$ cat config.mk
export PLATFORM = sky130hd
export DESIGN_NAME = hdmi_tx_top
export DESIGN_NICKNAME = d
export VERILOG_FILES = /design/src/verilog/hdmi_pkg.sv /design/src/verilog/hdmi_tx_top.sv /design/src/verilog/stream_sync.sv /design/src/verilog/tmds_encoder.sv /design/src/verilog/video_timing.sv
export SDC_FILE = /design/constraint.sdc
export NUM_CORES = 1
export LEC_CHECK = 0
export BUFFER_PORTS_ARGS = -buffer_cell sky130_fd_sc_hd__buf_2
export CAP_MARGIN = 10
export CORE_ASPECT_RATIO = 1.1
export CORE_MARGIN = 2
export CORE_UTILIZATION = 56
export CTS_CLUSTER_SIZE = 25
export DETAILED_ROUTE_END_ITERATION = 6
export PLACE_DENSITY = 0.8
export REMOVE_ABC_BUFFERS = 1
export SYNTH_ARGS = -nofsm -noshare
export SYNTH_HDL_FRONTEND = slang
export SYNTH_SLANG_ARGS = --single-unit
$ cat constraint.sdc
create_clock -name i_pixclk -period 4.33 [get_ports i_pixclk]
set_input_delay 0.6495 -clock i_pixclk [delete_from_list [all_inputs] [get_ports i_pixclk]]
set_output_delay 0.6495 -clock i_pixclk [all_outputs]
set_load 0.05 [all_outputs]
$ cat src/verilog/hdmi_pkg.sv
/* shared constants and types for the HDMI transmitter
   mode lines, pixel word, raster strobes and symbol period */
package hdmi_pkg;

	// width of every raster counter and mode field
	localparam int MODE_W = 12;
	// bits per colour component
	localparam int BPC = 8;
	// guard symbols ahead of each video period
	localparam logic [MODE_W-1:0] GUARD_PIXELS = MODE_W'(2);

	// one 24-bit pixel, red in the top byte
	typedef struct packed {
		logic [BPC-1:0] red;
		logic [BPC-1:0] grn;
		logic [BPC-1:0] blu;
	} pixel_t;

	// horizontal mode line, all in pixel clocks
	typedef struct packed {
		logic [MODE_W-1:0] width;
		logic [MODE_W-1:0] porch;
		logic [MODE_W-1:0] synch;
		logic [MODE_W-1:0] raw;
	} hmode_t;

	// vertical mode line, same fields counted in lines
	// width here is the number of active lines
	typedef struct packed {
		logic [MODE_W-1:0] width;
		logic [MODE_W-1:0] porch;
		logic [MODE_W-1:0] synch;
		logic [MODE_W-1:0] raw;
	} vmode_t;

	typedef enum logic [1:0] {
		PERIOD_GUARD = 2'b00,
		PERIOD_CTL   = 2'b01,
		PERIOD_VIDEO = 2'b11
	} period_e;

	typedef logic [9:0] tmds_sym_t;

	// raster strobes from the timing generator
	typedef struct packed {
		logic    hsync;
		logic    vsync;
		logic    newline;
		logic    newframe;
		logic    rd;
		period_e period;
	} raster_t;

endpackage

$ cat src/verilog/hdmi_tx_top.sv
`timescale 1ns/1ps
/* DVI/HDMI transmitter top
   raster timing, stream tracking and three TMDS channels */
module hdmi_tx_top (
	input  logic                i_pixclk,
	input  logic                i_reset,
	input  logic                i_valid,
	output logic                o_ready,
	input  logic                i_hlast,
	input  logic                i_vlast,
	input  hdmi_pkg::pixel_t    i_rgb_pix,
	input  hdmi_pkg::hmode_t    i_hmode,
	input  hdmi_pkg::vmode_t    i_vmode,
	output hdmi_pkg::tmds_sym_t o_red,
	output hdmi_pkg::tmds_sym_t o_grn,
	output hdmi_pkg::tmds_sym_t o_blu
);
	import hdmi_pkg::*;

	// video preamble, c0 set on green only
	localparam logic [1:0] GRN_CTL = 2'b01;
	localparam logic [1:0] RED_CTL = 2'b00;

	logic    pix_reset;
	raster_t raster;
	pixel_t  pixel;

	video_timing video_timing_i (
		.i_pixclk    (i_pixclk),
		.i_reset     (i_reset),
		.i_hmode     (i_hmode),
		.i_vmode     (i_vmode),
		.o_pix_reset (pix_reset),
		.o_raster    (raster)
	);

	stream_sync stream_sync_i (
		.i_pixclk    (i_pixclk),
		.i_pix_reset (pix_reset),
		.i_raster    (raster),
		.i_valid     (i_valid),
		.i_hlast     (i_hlast),
		.i_vlast     (i_vlast),
		.i_rgb_pix   (i_rgb_pix),
		.o_ready     (o_ready),
		.o_pixel     (pixel)
	);

	// channel 0, blue carries the sync pair
	tmds_encoder #(.CHANNEL(0)) tmds_blu_i (
		.i_pixclk    (i_pixclk),
		.i_pix_reset (pix_reset),
		.i_period    (raster.period),
		.i_ctl       ({raster.vsync, raster.hsync}),
		.i_data      (pixel.blu),
		.o_symbol    (o_blu)
	);

	// channel 1, green
	tmds_encoder #(.CHANNEL(1)) tmds_grn_i (
		.i_pixclk    (i_pixclk),
		.i_pix_reset (pix_reset),
		.i_period    (raster.period),
		.i_ctl       (GRN_CTL),
		.i_data      (pixel.grn),
		.o_symbol    (o_grn)
	);

	// channel 2, red
	tmds_encoder #(.CHANNEL(2)) tmds_red_i (
		.i_pixclk    (i_pixclk),
		.i_pix_reset (pix_reset),
		.i_period    (raster.period),
		.i_ctl       (RED_CTL),
		.i_data      (pixel.red),
		.o_symbol    (o_red)
	);

endmodule

$ cat src/verilog/stream_sync.sv
`timescale 1ns/1ps
/* pixel stream tracker
   checks the stream marks against the raster, flushes to frame end on
   loss of sync and sends black until back in step */
module stream_sync (
	input  logic              i_pixclk,
	input  logic              i_pix_reset,
	input  hdmi_pkg::raster_t i_raster,
	input  logic              i_valid,
	input  logic              i_hlast,
	input  logic              i_vlast,
	input  hdmi_pkg::pixel_t  i_rgb_pix,
	output logic              o_ready,
	output hdmi_pkg::pixel_t  o_pixel
);
	logic lost_sync;
	logic frame_end;
	logic resync;

	// end-of-frame mark on the stream
	assign frame_end = i_hlast && i_vlast;
	// eof pixel lands on the raster's last slot
	assign resync = i_valid && frame_end && i_raster.newframe;

	// loss on a missing pixel or on marks out of step
	always_ff @(posedge i_pixclk or posedge i_pix_reset)
	begin
		if (i_pix_reset)
			lost_sync <= 1'b0;
		else if (i_raster.rd)
		begin
			if (resync)
				lost_sync <= 1'b0;
			else if (!i_valid || (i_hlast != i_raster.newline)
					|| (frame_end != i_raster.newframe))
				lost_sync <= 1'b1;
		end
	end

	// in step, ready is the read strobe
	// out of step, drain up to the eof pixel and hold it for newframe
	always_comb
	begin
		if (!lost_sync)
			o_ready = i_raster.rd;
		else if (!frame_end)
			o_ready = 1'b1;
		else
			o_ready = i_raster.newframe;
	end

	// black outside reads, on a missing pixel and while lost
	always_ff @(posedge i_pixclk)
	begin
		if (i_raster.rd && i_valid && !lost_sync)
			o_pixel <= i_rgb_pix;
		else
			o_pixel <= '0;
	end

endmodule

$ cat src/verilog/tmds_encoder.sv
`timescale 1ns/1ps
/* one TMDS channel
   DC-balanced video coding, control symbols and video guard band */
module tmds_encoder #(
	parameter int CHANNEL = 0
) (
	input  logic                i_pixclk,
	input  logic                i_pix_reset,
	input  hdmi_pkg::period_e   i_period,
	input  logic [1:0]          i_ctl,
	input  logic [7:0]          i_data,
	output hdmi_pkg::tmds_sym_t o_symbol
);
	import hdmi_pkg::*;

	// guard band, green differs from blue and red
	localparam tmds_sym_t GUARD_SYM = (CHANNEL == 1) ? 10'b0100110011 : 10'b1011001100;

	logic [3:0]        n1_data;
	logic              use_xnor;
	logic [8:0]        q_m;
	logic [3:0]        n1_qm;
	logic signed [4:0] qm_diff;
	logic signed [4:0] disparity;
	logic signed [4:0] disparity_next;
	tmds_sym_t         video_sym;
	tmds_sym_t         ctl_sym;

	////////////////////////////////////////////////////////////
	// transition minimizing stage
	////////////////////////////////////////////////////////////

	always_comb
	begin
		n1_data = '0;
		for (int i = 0; i < 8; i++)
			n1_data = n1_data + 4'(i_data[i]);
	end

	// xnor when ones dominate, tie broken on bit 0
	assign use_xnor = (n1_data > 4'd4) || ((n1_data == 4'd4) && !i_data[0]);

	always_comb
	begin
		q_m[0] = i_data[0];
		for (int i = 1; i < 8; i++)
			q_m[i] = use_xnor ? ~(q_m[i-1] ^ i_data[i]) : (q_m[i-1] ^ i_data[i]);
		// bit 8 marks xor coding
		q_m[8] = ~use_xnor;
	end

	////////////////////////////////////////////////////////////
	// DC balance
	////////////////////////////////////////////////////////////

	always_comb
	begin
		n1_qm = '0;
		for (int i = 0; i < 8; i++)
			n1_qm = n1_qm + 4'(q_m[i]);
	end

	// ones minus zeros over the low byte
	assign qm_diff = $signed({1'b0, n1_qm}) - $signed({1'b0, 4'd8 - n1_qm});

	always_comb
	begin
		if ((disparity == 0) || (qm_diff == 0))
		begin
			video_sym      = {~q_m[8], q_m[8], (q_m[8] ? q_m[7:0] : ~q_m[7:0])};
			disparity_next = q_m[8] ? disparity + qm_diff : disparity - qm_diff;
		end
		else if (((disparity > 0) && (qm_diff > 0)) || ((disparity < 0) && (qm_diff < 0)))
		begin
			// invert the byte to pull back toward zero
			video_sym      = {1'b1, q_m[8], ~q_m[7:0]};
			disparity_next = disparity - qm_diff + (q_m[8] ? 5'sd2 : 5'sd0);
		end
		else
		begin
			video_sym      = {1'b0, q_m[8], q_m[7:0]};
			disparity_next = disparity + qm_diff - (q_m[8] ? 5'sd0 : 5'sd2);
		end
	end

	// control symbols, i_ctl is {c1, c0}
	always_comb
	begin
		case (i_ctl)
			2'b00:   ctl_sym = 10'b1101010100;
			2'b01:   ctl_sym = 10'b0010101011;
			2'b10:   ctl_sym = 10'b0101010100;
			default: ctl_sym = 10'b1010101011;
		endcase
	end

	// output stage
	// disparity restarts at every control period
	always_ff @(posedge i_pixclk or posedge i_pix_reset)
	begin
		if (i_pix_reset)
		begin
			disparity <= '0;
			o_symbol  <= GUARD_SYM;
		end
		else
		begin
			case (i_period)
				PERIOD_VIDEO:
				begin
					o_symbol  <= video_sym;
					disparity <= disparity_next;
				end
				PERIOD_CTL:
				begin
					o_symbol  <= ctl_sym;
					disparity <= '0;
				end
				default:
					o_symbol <= GUARD_SYM;
			endcase
		end
	end

endmodule

$ cat src/verilog/video_timing.sv
`timescale 1ns/1ps
/* raster timing generator
   releases the pixel reset, runs the counters and registers sync,
   stream marks, read strobe and symbol period for the encoders */
module video_timing (
	input  logic              i_pixclk,
	input  logic              i_reset,
	input  hdmi_pkg::hmode_t  i_hmode,
	input  hdmi_pkg::vmode_t  i_vmode,
	output logic              o_pix_reset,
	output hdmi_pkg::raster_t o_raster
);
	import hdmi_pkg::*;

	logic [1:0]        reset_pipe;
	logic [MODE_W-1:0] hpos;
	logic [MODE_W-1:0] vpos;
	logic              active_line;
	logic              first_frame;
	period_e           period_class;
	period_e           period_next;
	// {vsync, hsync} one stage ahead of the raster
	logic [1:0]        sync_next;

	////////////////////////////////////////////////////////////
	// reset release
	////////////////////////////////////////////////////////////

	// assert at once, release after three pixel clocks
	always_ff @(posedge i_pixclk or posedge i_reset)
	begin
		if (i_reset)
		begin
			reset_pipe  <= 2'b11;
			o_pix_reset <= 1'b1;
		end
		else
		begin
			reset_pipe  <= {reset_pipe[0], 1'b0};
			o_pix_reset <= reset_pipe[1];
		end
	end

	////////////////////////////////////////////////////////////
	// raster counters
	////////////////////////////////////////////////////////////

	// pixel count within the line, 0 .. raw-1
	always_ff @(posedge i_pixclk or posedge o_pix_reset)
	begin
		if (o_pix_reset)
			hpos <= '0;
		else if (hpos >= i_hmode.raw - 1'b1)
			hpos <= '0;
		else
			hpos <= hpos + 1'b1;
	end

	// line count, steps as the line passes its porch
	// so the new line number is seen with the hsync edge
	always_ff @(posedge i_pixclk or posedge o_pix_reset)
	begin
		if (o_pix_reset)
			vpos <= '0;
		else if (hpos == i_hmode.porch - 1'b1)
		begin
			if (vpos >= i_vmode.raw - 1'b1)
				vpos <= '0;
			else
				vpos <= vpos + 1'b1;
		end
	end

	assign active_line = (vpos < i_vmode.width);

	// no pixels read until one full frame has gone by
	always_ff @(posedge i_pixclk or posedge o_pix_reset)
	begin
		if (o_pix_reset)
			first_frame <= 1'b1;
		else if (o_raster.newframe)
			first_frame <= 1'b0;
	end

	////////////////////////////////////////////////////////////
	// period classification
	////////////////////////////////////////////////////////////

	// guard slots sit at the line end, where vpos already
	// names the line whose video follows
	always_comb
	begin
		if (!active_line)
			period_class = PERIOD_CTL;
		else if (hpos < i_hmode.width)
			period_class = PERIOD_VIDEO;
		else if (hpos >= i_hmode.raw - GUARD_PIXELS)
			period_class = PERIOD_GUARD;
		else
			period_class = PERIOD_CTL;
	end

	// registered outputs
	// period and sync pair go through one extra stage to line up
	// with the captured pixel in stream_sync
	always_ff @(posedge i_pixclk or posedge o_pix_reset)
	begin
		if (o_pix_reset)
		begin
			period_next       <= PERIOD_GUARD;
			sync_next         <= 2'b00;
			o_raster.hsync    <= 1'b0;
			o_raster.vsync    <= 1'b0;
			o_raster.newline  <= 1'b0;
			o_raster.newframe <= 1'b0;
			o_raster.rd       <= 1'b0;
			o_raster.period   <= PERIOD_GUARD;
		end
		else
		begin
			period_next       <= period_class;
			sync_next         <= {(vpos >= i_vmode.porch) && (vpos < i_vmode.synch),
				(hpos >= i_hmode.porch) && (hpos < i_hmode.synch)};
			o_raster.hsync    <= sync_next[0];
			o_raster.vsync    <= sync_next[1];
			// last pixel of an active line
			o_raster.newline  <= (hpos == i_hmode.width - 1'b1) && active_line;
			// last pixel of the last active line
			o_raster.newframe <= (hpos == i_hmode.width - 1'b1)
				&& (vpos == i_vmode.width - 1'b1);
			o_raster.rd       <= (hpos < i_hmode.width) && active_line && !first_frame;
			o_raster.period   <= period_next;
		end
	end

endmodule
Word level (Yosys, flattened, before mapping)
Cells that the tools add are included.

Bits in registers: 109. Word-level logic and storage cells: 283.

Add/sub/neg operators: 68. Magnitude comparators: 24. Eq/ne operators: 12. Mux-type cells: 61. Bitwise gates (word level): 48. Reductions and logical operators: 47.

Operators with widths (count): $logic_not 32->1 (6); $add 4x1->4 (36); $ge 12x12->1 (5); $mux 10 (6); $pmux 10 s2 (3); $sub 12x1->12 const B (5); $lt 12x12->1 (4); $mux 5 (9); $eq 12x12->1 (3); $add 5x5->5 (6); $gt 5x1->1 const B (6); $lt 5x1->1 const B (6); $pmux 10 s3 (1); $pmux 5 s2 (3); $sub 5x5->5 (6); $mux 1 (26); $add 12x1->12 const B (2); $mux 12 (2); $mux 8 (3); $not 1->1 (24); $not 8->8 (3); $xor 1x1->1 (21); $logic_and 1x1->1 (20); $mux 2 (8); 14 further kinds (46).

Depth between registers and ports, before layout
Gate-level depths: netlist of the first run.

Depth in word-level cells: 38. Mapped depth: 32.

Cells and area by module
From an unflattened synthesis of the first run, not the netlist that was laid out.

Cells, all modules: 1377. Area total of the unflattened synthesis: 12147.9 µm².

By module, submodules not included: video_timing (times used 1, cells an instance 699, area an instance 5661.7 µm²); tmds_encoder at tmds_grn_i (times used 1, cells an instance 212, area an instance 1954.4 µm²); tmds_encoder at tmds_red_i (times used 1, cells an instance 204, area an instance 1933.1 µm²); tmds_encoder at tmds_blu_i (times used 1, cells an instance 197, area an instance 1829.3 µm²); stream_sync (times used 1, cells an instance 63, area an instance 762.0 µm²); hdmi_tx_top (times used 1, cells an instance 2, area an instance 7.5 µm²).

Worst setup path after synthesis of the first run
OpenSTA, ideal clock, no wires.

Path type: register to register. Start: reg stream_sync_i.o_pixel[8] (netlist name). End: reg tmds_grn_i.o_symbol[7]. Library setup time: 0.137 ns. Arrival: 7.952 ns. Data required time: 4.193 ns. Slack: -3.759 ns. Cell stages (with the launch flop): 33. Path buffers: 2. Period minus slack after synthesis: 8.089 ns. Cell sequence: dfxtp_1 > ha_1 > inv_1 > fa_1 > fa_1 > inv_1 > fa_1 > fa_1 > nor3b_1 > o22ai_1 > clkbuf_1 > xnor2_1 > ha_1 > inv_1 > fa_1 > inv_1 > fa_1 > fa_1 > inv_1 > fa_1 > nor2b_1 > inv_1 > ha_1 > nor2b_1 > o221ai_1 > nand2_1 > ha_1 > a31oi_1 > xnor2_1 > and2_1 > clkbuf_1 > xor2_1 > a21oi_1.

Cells in the longest elaborated chain, start to end: 38.

RTL lines: from (decl) (RTL line stream_sync.sv:14) `output hdmi_pkg::pixel_t o_pixel`; from (signal assigned) (RTL line stream_sync.sv:56) `o_pixel <= i_rgb_pix;`; branches (longest 36 deep; another with $add 4x1->4); $mux 10 * (RTL line tmds_encoder.sv:68) `if ((disparity == 0) || (qm_diff == 0))`; $pmux 10 s2 * (RTL line tmds_encoder.sv:108) `case (i_period)`; to (signal assigned) (RTL line tmds_encoder.sv:111) `o_symbol <= video_sym;`; to (signal assigned) (RTL line tmds_encoder.sv:116) `o_symbol <= ctl_sym;`; to (decl) (RTL line tmds_encoder.sv:12) `output hdmi_pkg::tmds_sym_t o_symbol`.

Every way passes the cells marked *. A chain may end at the register's enable or synchronous reset.

Worst setup path after layout of the first run
Same ends and word-level chain as after synthesis.

==> metrics, run 1 <==
DR WL/cell=roughly 17 um; share of post-route cells with drive strength above 1=29.38%; CTS Root Cell=clkbuf_16; worst setup path category=flip-flop to flip-flop; most used routing layer in global routing=met2; largest net degree at the start of global routing=53; crit path DAT=~7.6 ns; Crit Path Max Fanout=5; sequential-to-total area share from yosys stat=22.87%; Final Skew=~0.019 ns; Crit path largest cell delay=between 0.5 and 0.6 ns; design area=roughly 15,000 um^2; GRT Residual Overflow=0; global-route wire length before repair=about 50 mm; Req. time, crit path=about 4.6 ns; Yosys warnings=0; outcome=complete, but fails checks; Buf/Inv on CP=6; routed wire length=32.61 mm; max frequency=~0.14 GHz; met2 usage in global routing=51.59%; failing checks=negative setup slack; hpwl dp=about 22 mm; die width=140.7 um; leakage=7.536 nW; vias per inst=slightly below 6; Pwr Total=~0.0060 W; Synth Cell Area=~12,000 um^2; M1 GR Usage=roughly a third; Yosys reg bits=109; RSZ-0062 raised after global routing=true; gpl congestion=~0.95; Hold Slack=around 0.32 ns; final hold violations=0; Clock Latency Late Sink=0.37 ns; Top Ports=about 160; Placeable Area=20,370 um^2; met3 Usage GRT=3.282%; area share of the largest cell type after synthesis=roughly a fifth; port bufs=approximately 160; clock slew at reported path FFs=~0.08 ns; Tmin final=around 7.4 ns; row cnt=55; # nets final=1,964; Antenna Nets Post-Route=0; most used cell, CP=fa_1; FFs w/ async S/R, synth=77.98%; max-cap viol count=0; post-place instance area=approximately 13,000 um^2; die area=between 20,000 and 25,000 um^2; Mapped Avg Cell Area=8.598 um^2; CP Capture Type=flip-flop; Layout Utilization=72.93%; top cells by area, synth=ha_1 (20%), dfrtp_1 (14%), xnor2_1 (7.9%); H-tree Lvls=3; via count=approximately 11k; slew margin rel.=about 3.3%; vias in the first global route=between 10k and 15k; Tcrit/Tclk final=170.0%; final count of pins violating max slew=0; Slew @ Worst Pin=around 1.4 ns; CTS tree=built; initial antenna violation count=1; # hold bufs at CTS=0; ys flop type=dfrtp_1; Setup Viol. Count Final=39; initial drt markers=about 640; min-delay worst type=input pin to async pin; Worst Setup Slack, final=-3.030 ns; Startpoint Class=flip-flop; peak supply drop=approximately 250 uV; Yosys cell types=between 70 and 80; Starting Density=56.48%; Post-Syn Instances=approximately 1.3k; cell taking the most area after synthesis=ha_1; # DRC=0; Die H=approximately 150 um; EDFF count, synth=0; Num CTS Buffers=9; Layout area overhead=29.12%; Power Density=approximately 410 nW/um^2; Critical-path top delay cell=fa_1; critical path's top delay family=adder cells; CTS Sinks=approximately 110; First-pass DRT Iterations=5; CTS Buffer Depth=2; gr usage total=27.71%
-- where the power goes --
group	switching (W)	internal [W]
sequential	0.000277	0.00130
combinational	0.00200	0.00164
clock	0.000427	0.000402
-- state kept, by name (all words and copies together), names as in the netlist, 7 cells and up --
register / flops
stream_sync_i.o_pixel: 24
video_timing_i.o_raster: 7
tmds_red_i.o_symbol: 10
video_timing_i.vpos: 12
tmds_grn_i.o_symbol: 10
tmds_blu_i.o_symbol: 10
video_timing_i.hpos: 12
-- worst reg2reg max path: cells and delay by family, from the launching register on --
kind,cells,cell delay (ns)
and+or+nand+nor,5,0.87
xor gates and xnor gates,3,0.55
DFF,1,0.34
buffers and inverters,6,0.30
AOI/OAI and AO/OA,4,0.60
adders and majority gates,12,4.60
-- stage by stage --
| stage | instances | setup TNS [ns] | setup WS (ns) |
|---|---|---|---|
| 2_1_floorplan | 1307 | -137.47 | -3.758 |
| 3_3_place_gp | 1839 | -108.18 | -3.011 |
| 3_5_place_dp | 1839 | -117.05 | -3.188 |
| 4_1_cts | 1875 | -102.38 | -2.767 |
| 5_1_grt | 1893 | -121.84 | -3.273 |
| 6_report | 1894 | -113.22 | -3.030 |
-- metal layers --
metal | up-vias | share of wire, %
met5 | - | 0
met4 | 0 | 4.0
met3 | 133 | 5.4
met2 | 426 | 52
met1 | 5242 | 39
li1 | 5163 | -
-- synthesized netlist by cell type, drive strengths merged (3+ instances only) --
cell type and n:
dfrtp 66, mux2i 18, nor3 32, o22ai 7, inv 189, a22oi 3
nand2b 17, dfstp 19, a32oi 3, o211ai 15, a21oi 62, o221ai 3
nor2 96, a21o 24, nor4 16, fa 27, o21ba 4, a22o 7
nor2b 15, nor3b 7, o21bai 5, nand3 25, a31o 4, a31oi 12
xnor2 104, o21a 12, a311oi 3, nor4b 5, or4 10, a211oi 8
mux2 3, nand4 6, o21ai 41, o31ai 6, clkbuf 28, ha 180
and3 8, xor2 62, o32ai 5, nand2 69, o31a 4, or3 16
buf 3, and2 32, dfxtp 24
-- timing repair --
item	in CTS	in global routing
resized for setup	118	51
endpoints found under the setup margin	39	39
pin swaps	61	26
setup buffers	20	18
-- logic make-up after synthesis --
logic type	synth area share, %
buffers and inverters	7.319
XOR/XNOR	12.83
flip-flops	22.87
multiplexers	1.860
adder cells (fa/ha/maj)	24.27
AO/OA/AOI/OAI	14.81
AND/OR/NAND/NOR	16.00
other	0.03260
-- layout make-up --
class / instances / area [um^2]
fillers: 1385 / 5514
well taps: 256 / 320.3
repair buffers: 314 / 2058
flip-flops and latches: 109 / 2636
multi-input cells: 1009 / 8842
inverters: 189 / 713.2
clock inverters: 6 / 53.80
diodes: 1 / 2.502
clock buffers: 10 / 229.0
-- cells in the final DEF (no fill, tap or decap), drive strengths merged, types with 8 or more instances in the layout --
cell / count
dfxtp: 24
and2: 32
nand2b: 17
xnor2: 104
o21ai: 41
dfrtp: 66
inv: 191
a211oi: 8
nand3: 25
or3: 16
buf: 314
o21a: 12
ha: 180
clkbuf: 10
mux2i: 18
and3: 8
a21o: 24
o211ai: 15
dfstp: 19
fa: 27
nor4: 16
or4: 10
nor3: 32
xor2: 62
a21oi: 62
nor2: 96
a31oi: 12
nand2: 69
nor2b: 15
-- final timing paths --
| check | startpoint | slack [ns] | depth (start not counted) | endpoint |
|---|---|---|---|---|
| worst max-delay path | stream_sync_i.o_pixel[8]$_SDFF_PN0_ | -3.03 | 30 | tmds_grn_i.o_symbol[7]$_DFF_PP0_ |
| worst min-delay path | i_reset | 0.32 | 2 | video_timing_i.reset_pipe[0]$_DFF_PP1_ |
| worst max register to register | stream_sync_i.o_pixel[8]$_SDFF_PN0_ | -3.03 | 30 | tmds_grn_i.o_symbol[7]$_DFF_PP0_ |
| worst min register to register | video_timing_i.period_next[1]$_DFF_PP0_ | 0.35 | 0 | video_timing_i.o_raster[1]$_DFF_PP0_ |
| max in group asynchronous | video_timing_i.o_pix_reset$_DFF_PP1_ | 2.95 | 2 | video_timing_i.first_frame$_DFFE_PP1P_ |
| min in group i_pixclk | video_timing_i.period_next[1]$_DFF_PP0_ | 0.35 | 0 | video_timing_i.o_raster[1]$_DFF_PP0_ |
Power figures use the tool's default switching activity.
==> run 2, diff against run 1 <==
CELL_PAD_IN_SITES_DETAIL_PLACEMENT = 1   (was not set)
CELL_PAD_IN_SITES_GLOBAL_PLACEMENT = 2   (was not set)
CORE_UTILIZATION = 39   (was 56)
PLACE_DENSITY = 0.9   (was 0.8)
==> metrics, run 2 (synthesis gave the netlist of run 1 again) <==
failing checks=negative setup slack; Die H=around 180 um; max-cap viol count=0; DR WL/cell=about 19 um; Hold Slack=about 0.31 ns; via count=about 11k; vias per inst=between 5 and 6; min-delay worst type=flip-flop to async pin; crit path DAT=between 7 and 8 ns; Tcrit/Tclk final=174.7%; CTS Buffer Depth=2; largest net degree at the start of global routing=52; worst r2r path cells=30; Sw Share=between 40 and 50%; outcome=complete, but fails checks; Layout area overhead=31.59%; routed wire length=38.13 mm; commonest non-fill, non-tap cell in the layout=inv_1; Net Switching=roughly 0.0028 W; Antenna Nets Post-Route=0; Comb pwr share=60.2%; CTS tree=built; vias in the first global route=11.83k; Final Skew=approximately 0.015 ns; CTS Root Cell=clkbuf_16; Worst Setup Slack, final=-3.236 ns; max frequency=between 0.1 and 0.15 GHz; Setup Viol. Count Final=39; max reg flops=24; GRT Residual Overflow=0; CP Capture Type=flip-flop; die width=167.8 um; register area=roughly 2600 um^2; final non-filler cell total=2,013; Top Ports=between 150 and 200; final count of pins violating max slew=0; clock slew at reported path FFs=roughly 0.080 ns; leakage=7.581 nW; worst setup path category=flip-flop to flip-flop; slew margin rel.=39.55%; gpl congestion=just over 0.8; dpl ws=-3.298 ns; First-pass DRT Iterations=5; Slew @ Worst Pin=just under 0.9 ns; Starting Density=39.85%; die area=between 30,000 and 40,000 um^2; share of post-route cells with drive strength above 1=between 30 and 40%; gr usage total=approximately 24%; row cnt=65; Num CTS Buffers=9; Critical-path top delay cell=fa_1; # DRC=0; Largest Register=stream_sync_i.o_pixel; Top Registers=stream_sync_i.o_pixel x24, video_timing_i.hpos x12, video_timing_i.vpos x12; area of the multi-input gates=8891 um^2; Clock Latency Late Sink=~0.37 ns; # hold bufs at CTS=0; setup TNS=-116.36 ns; Crit Path Max Fanout=5; Fillers=3,382; Tmin final=between 7 and 8 ns; global-route wire length before repair=slightly below 60 mm; # nets final=1,971; clock share of power=approximately 15%; port bufs=approximately 160; hpwl dp=around 26 mm; Crit path largest cell delay=approximately 0.54 ns; initial drt markers=439; Power Density=around 420 nW/um^2; Req. time, crit path=~4.6 ns; Placeable Area=just under 30,000 um^2; Int Pwr=0.003541 W; Layout Utilization=52.44%; Startpoint Class=flip-flop; CTS Sinks=between 100 and 150; dpl cells=between 1.5k and 2k; sequential power share=about 25%; initial antenna violation count=1; final hold violations=0; most frequent cells in the layout=inv_1 (171), ha_1 (168), buf_2 (155); RSZ-0062 raised after global routing=true; peak supply drop=around 220 uV; H-tree Lvls=3
## run 2: changes by cell type in the layout (fill, tap and decap cells not counted), sizes merged
cell	previous run	this run
buf	314	321
inv	191	190
clkbuf	10	9
bufinv	0	2
## run 2: metrics by stage
step	instance area (um^2)	power, W
6_report	15140	0.006369
5_1_grt	15140	0.006795
4_1_cts	14760	0.005981
3_5_place_dp	13600	0.004540
3_3_place_gp	13600	0.004406
2_1_floorplan	11370	0.003646
## run 2: worst max-delay path: cells and delay by family (launching register included)
family | cells | cell delay (ns)
AO/OA/AOI/OAI | 4 | 0.69
XOR/XNOR | 3 | 0.50
adder cells (fa/ha/maj) | 12 | 4.70
buffers and inverters | 6 | 0.33
flip-flops | 1 | 0.34
AND/OR/NAND/NOR | 5 | 0.86
## run 2: metal layers
layer / vias to the layer above / track usage (%) / wire, um
met4: 0 / 8.696 / 1141
met5: - / 0 / 0
met3: 83 / 3.242 / 1177
li1: 5168 / - / -
met2: 235 / 44.28 / 19500
met1: 5370 / 28.41 / 16310
## run 2: power by group through the flow
stage	Combinational (W)	Sequential, W	Clock (W)
global placement	0.00284	0.00156	0
detailed placement	0.00297	0.00157	0
CTS	0.00344	0.00157	0.000977
finish	0.00383	0.00158	0.000956
global route	0.00416	0.00162	0.00102
floorplan	0.00167	0.00197	0
## run 2: repair_timing
item,CTS,global route
setup buffers,19,19
pin swaps,70,42
resized for setup,140,57
setup endpoints to repair,39,39
## run 2: path summary, 6_finish.rpt
check / to / from / slack [ns]
max: tmds_grn_i.o_symbol[7]$_DFF_PP0_ / stream_sync_i.o_pixel[8]$_SDFF_PN0_ / -3.24
min: tmds_grn_i.o_symbol[2]$_DFF_PP0_ / video_timing_i.o_pix_reset$_DFF_PP1_ / 0.31
max reg2reg: tmds_grn_i.o_symbol[7]$_DFF_PP0_ / stream_sync_i.o_pixel[8]$_SDFF_PN0_ / -3.24
min reg2reg: tmds_grn_i.o_symbol[2]$_DFF_PP0_ / video_timing_i.o_pix_reset$_DFF_PP1_ / 0.31
max in group asynchronous: tmds_red_i.disparity[2]$_DFFE_PP0P_ / video_timing_i.o_pix_reset$_DFF_PP1_ / 2.92
min in group i_pixclk: video_timing_i.o_pix_reset$_DFF_PP1_ / video_timing_i.reset_pipe[1]$_DFF_PP1_ / 0.36
## run 2: layout make-up
| type | instances | share of cell area, % |
|---|---|---|
| Timing Repair Buffer | 321 | 13.88 |
| Tap cell | 368 | 3.041 |
| Multi-Input combinational cell | 1009 | 58.73 |
| Sequential cell | 109 | 17.43 |
| Inverter | 189 | 4.727 |
| Clock buffer | 9 | 1.488 |
| Clock inverter | 7 | 0.6942 |
| Antenna cell | 1 | 0.01653 |
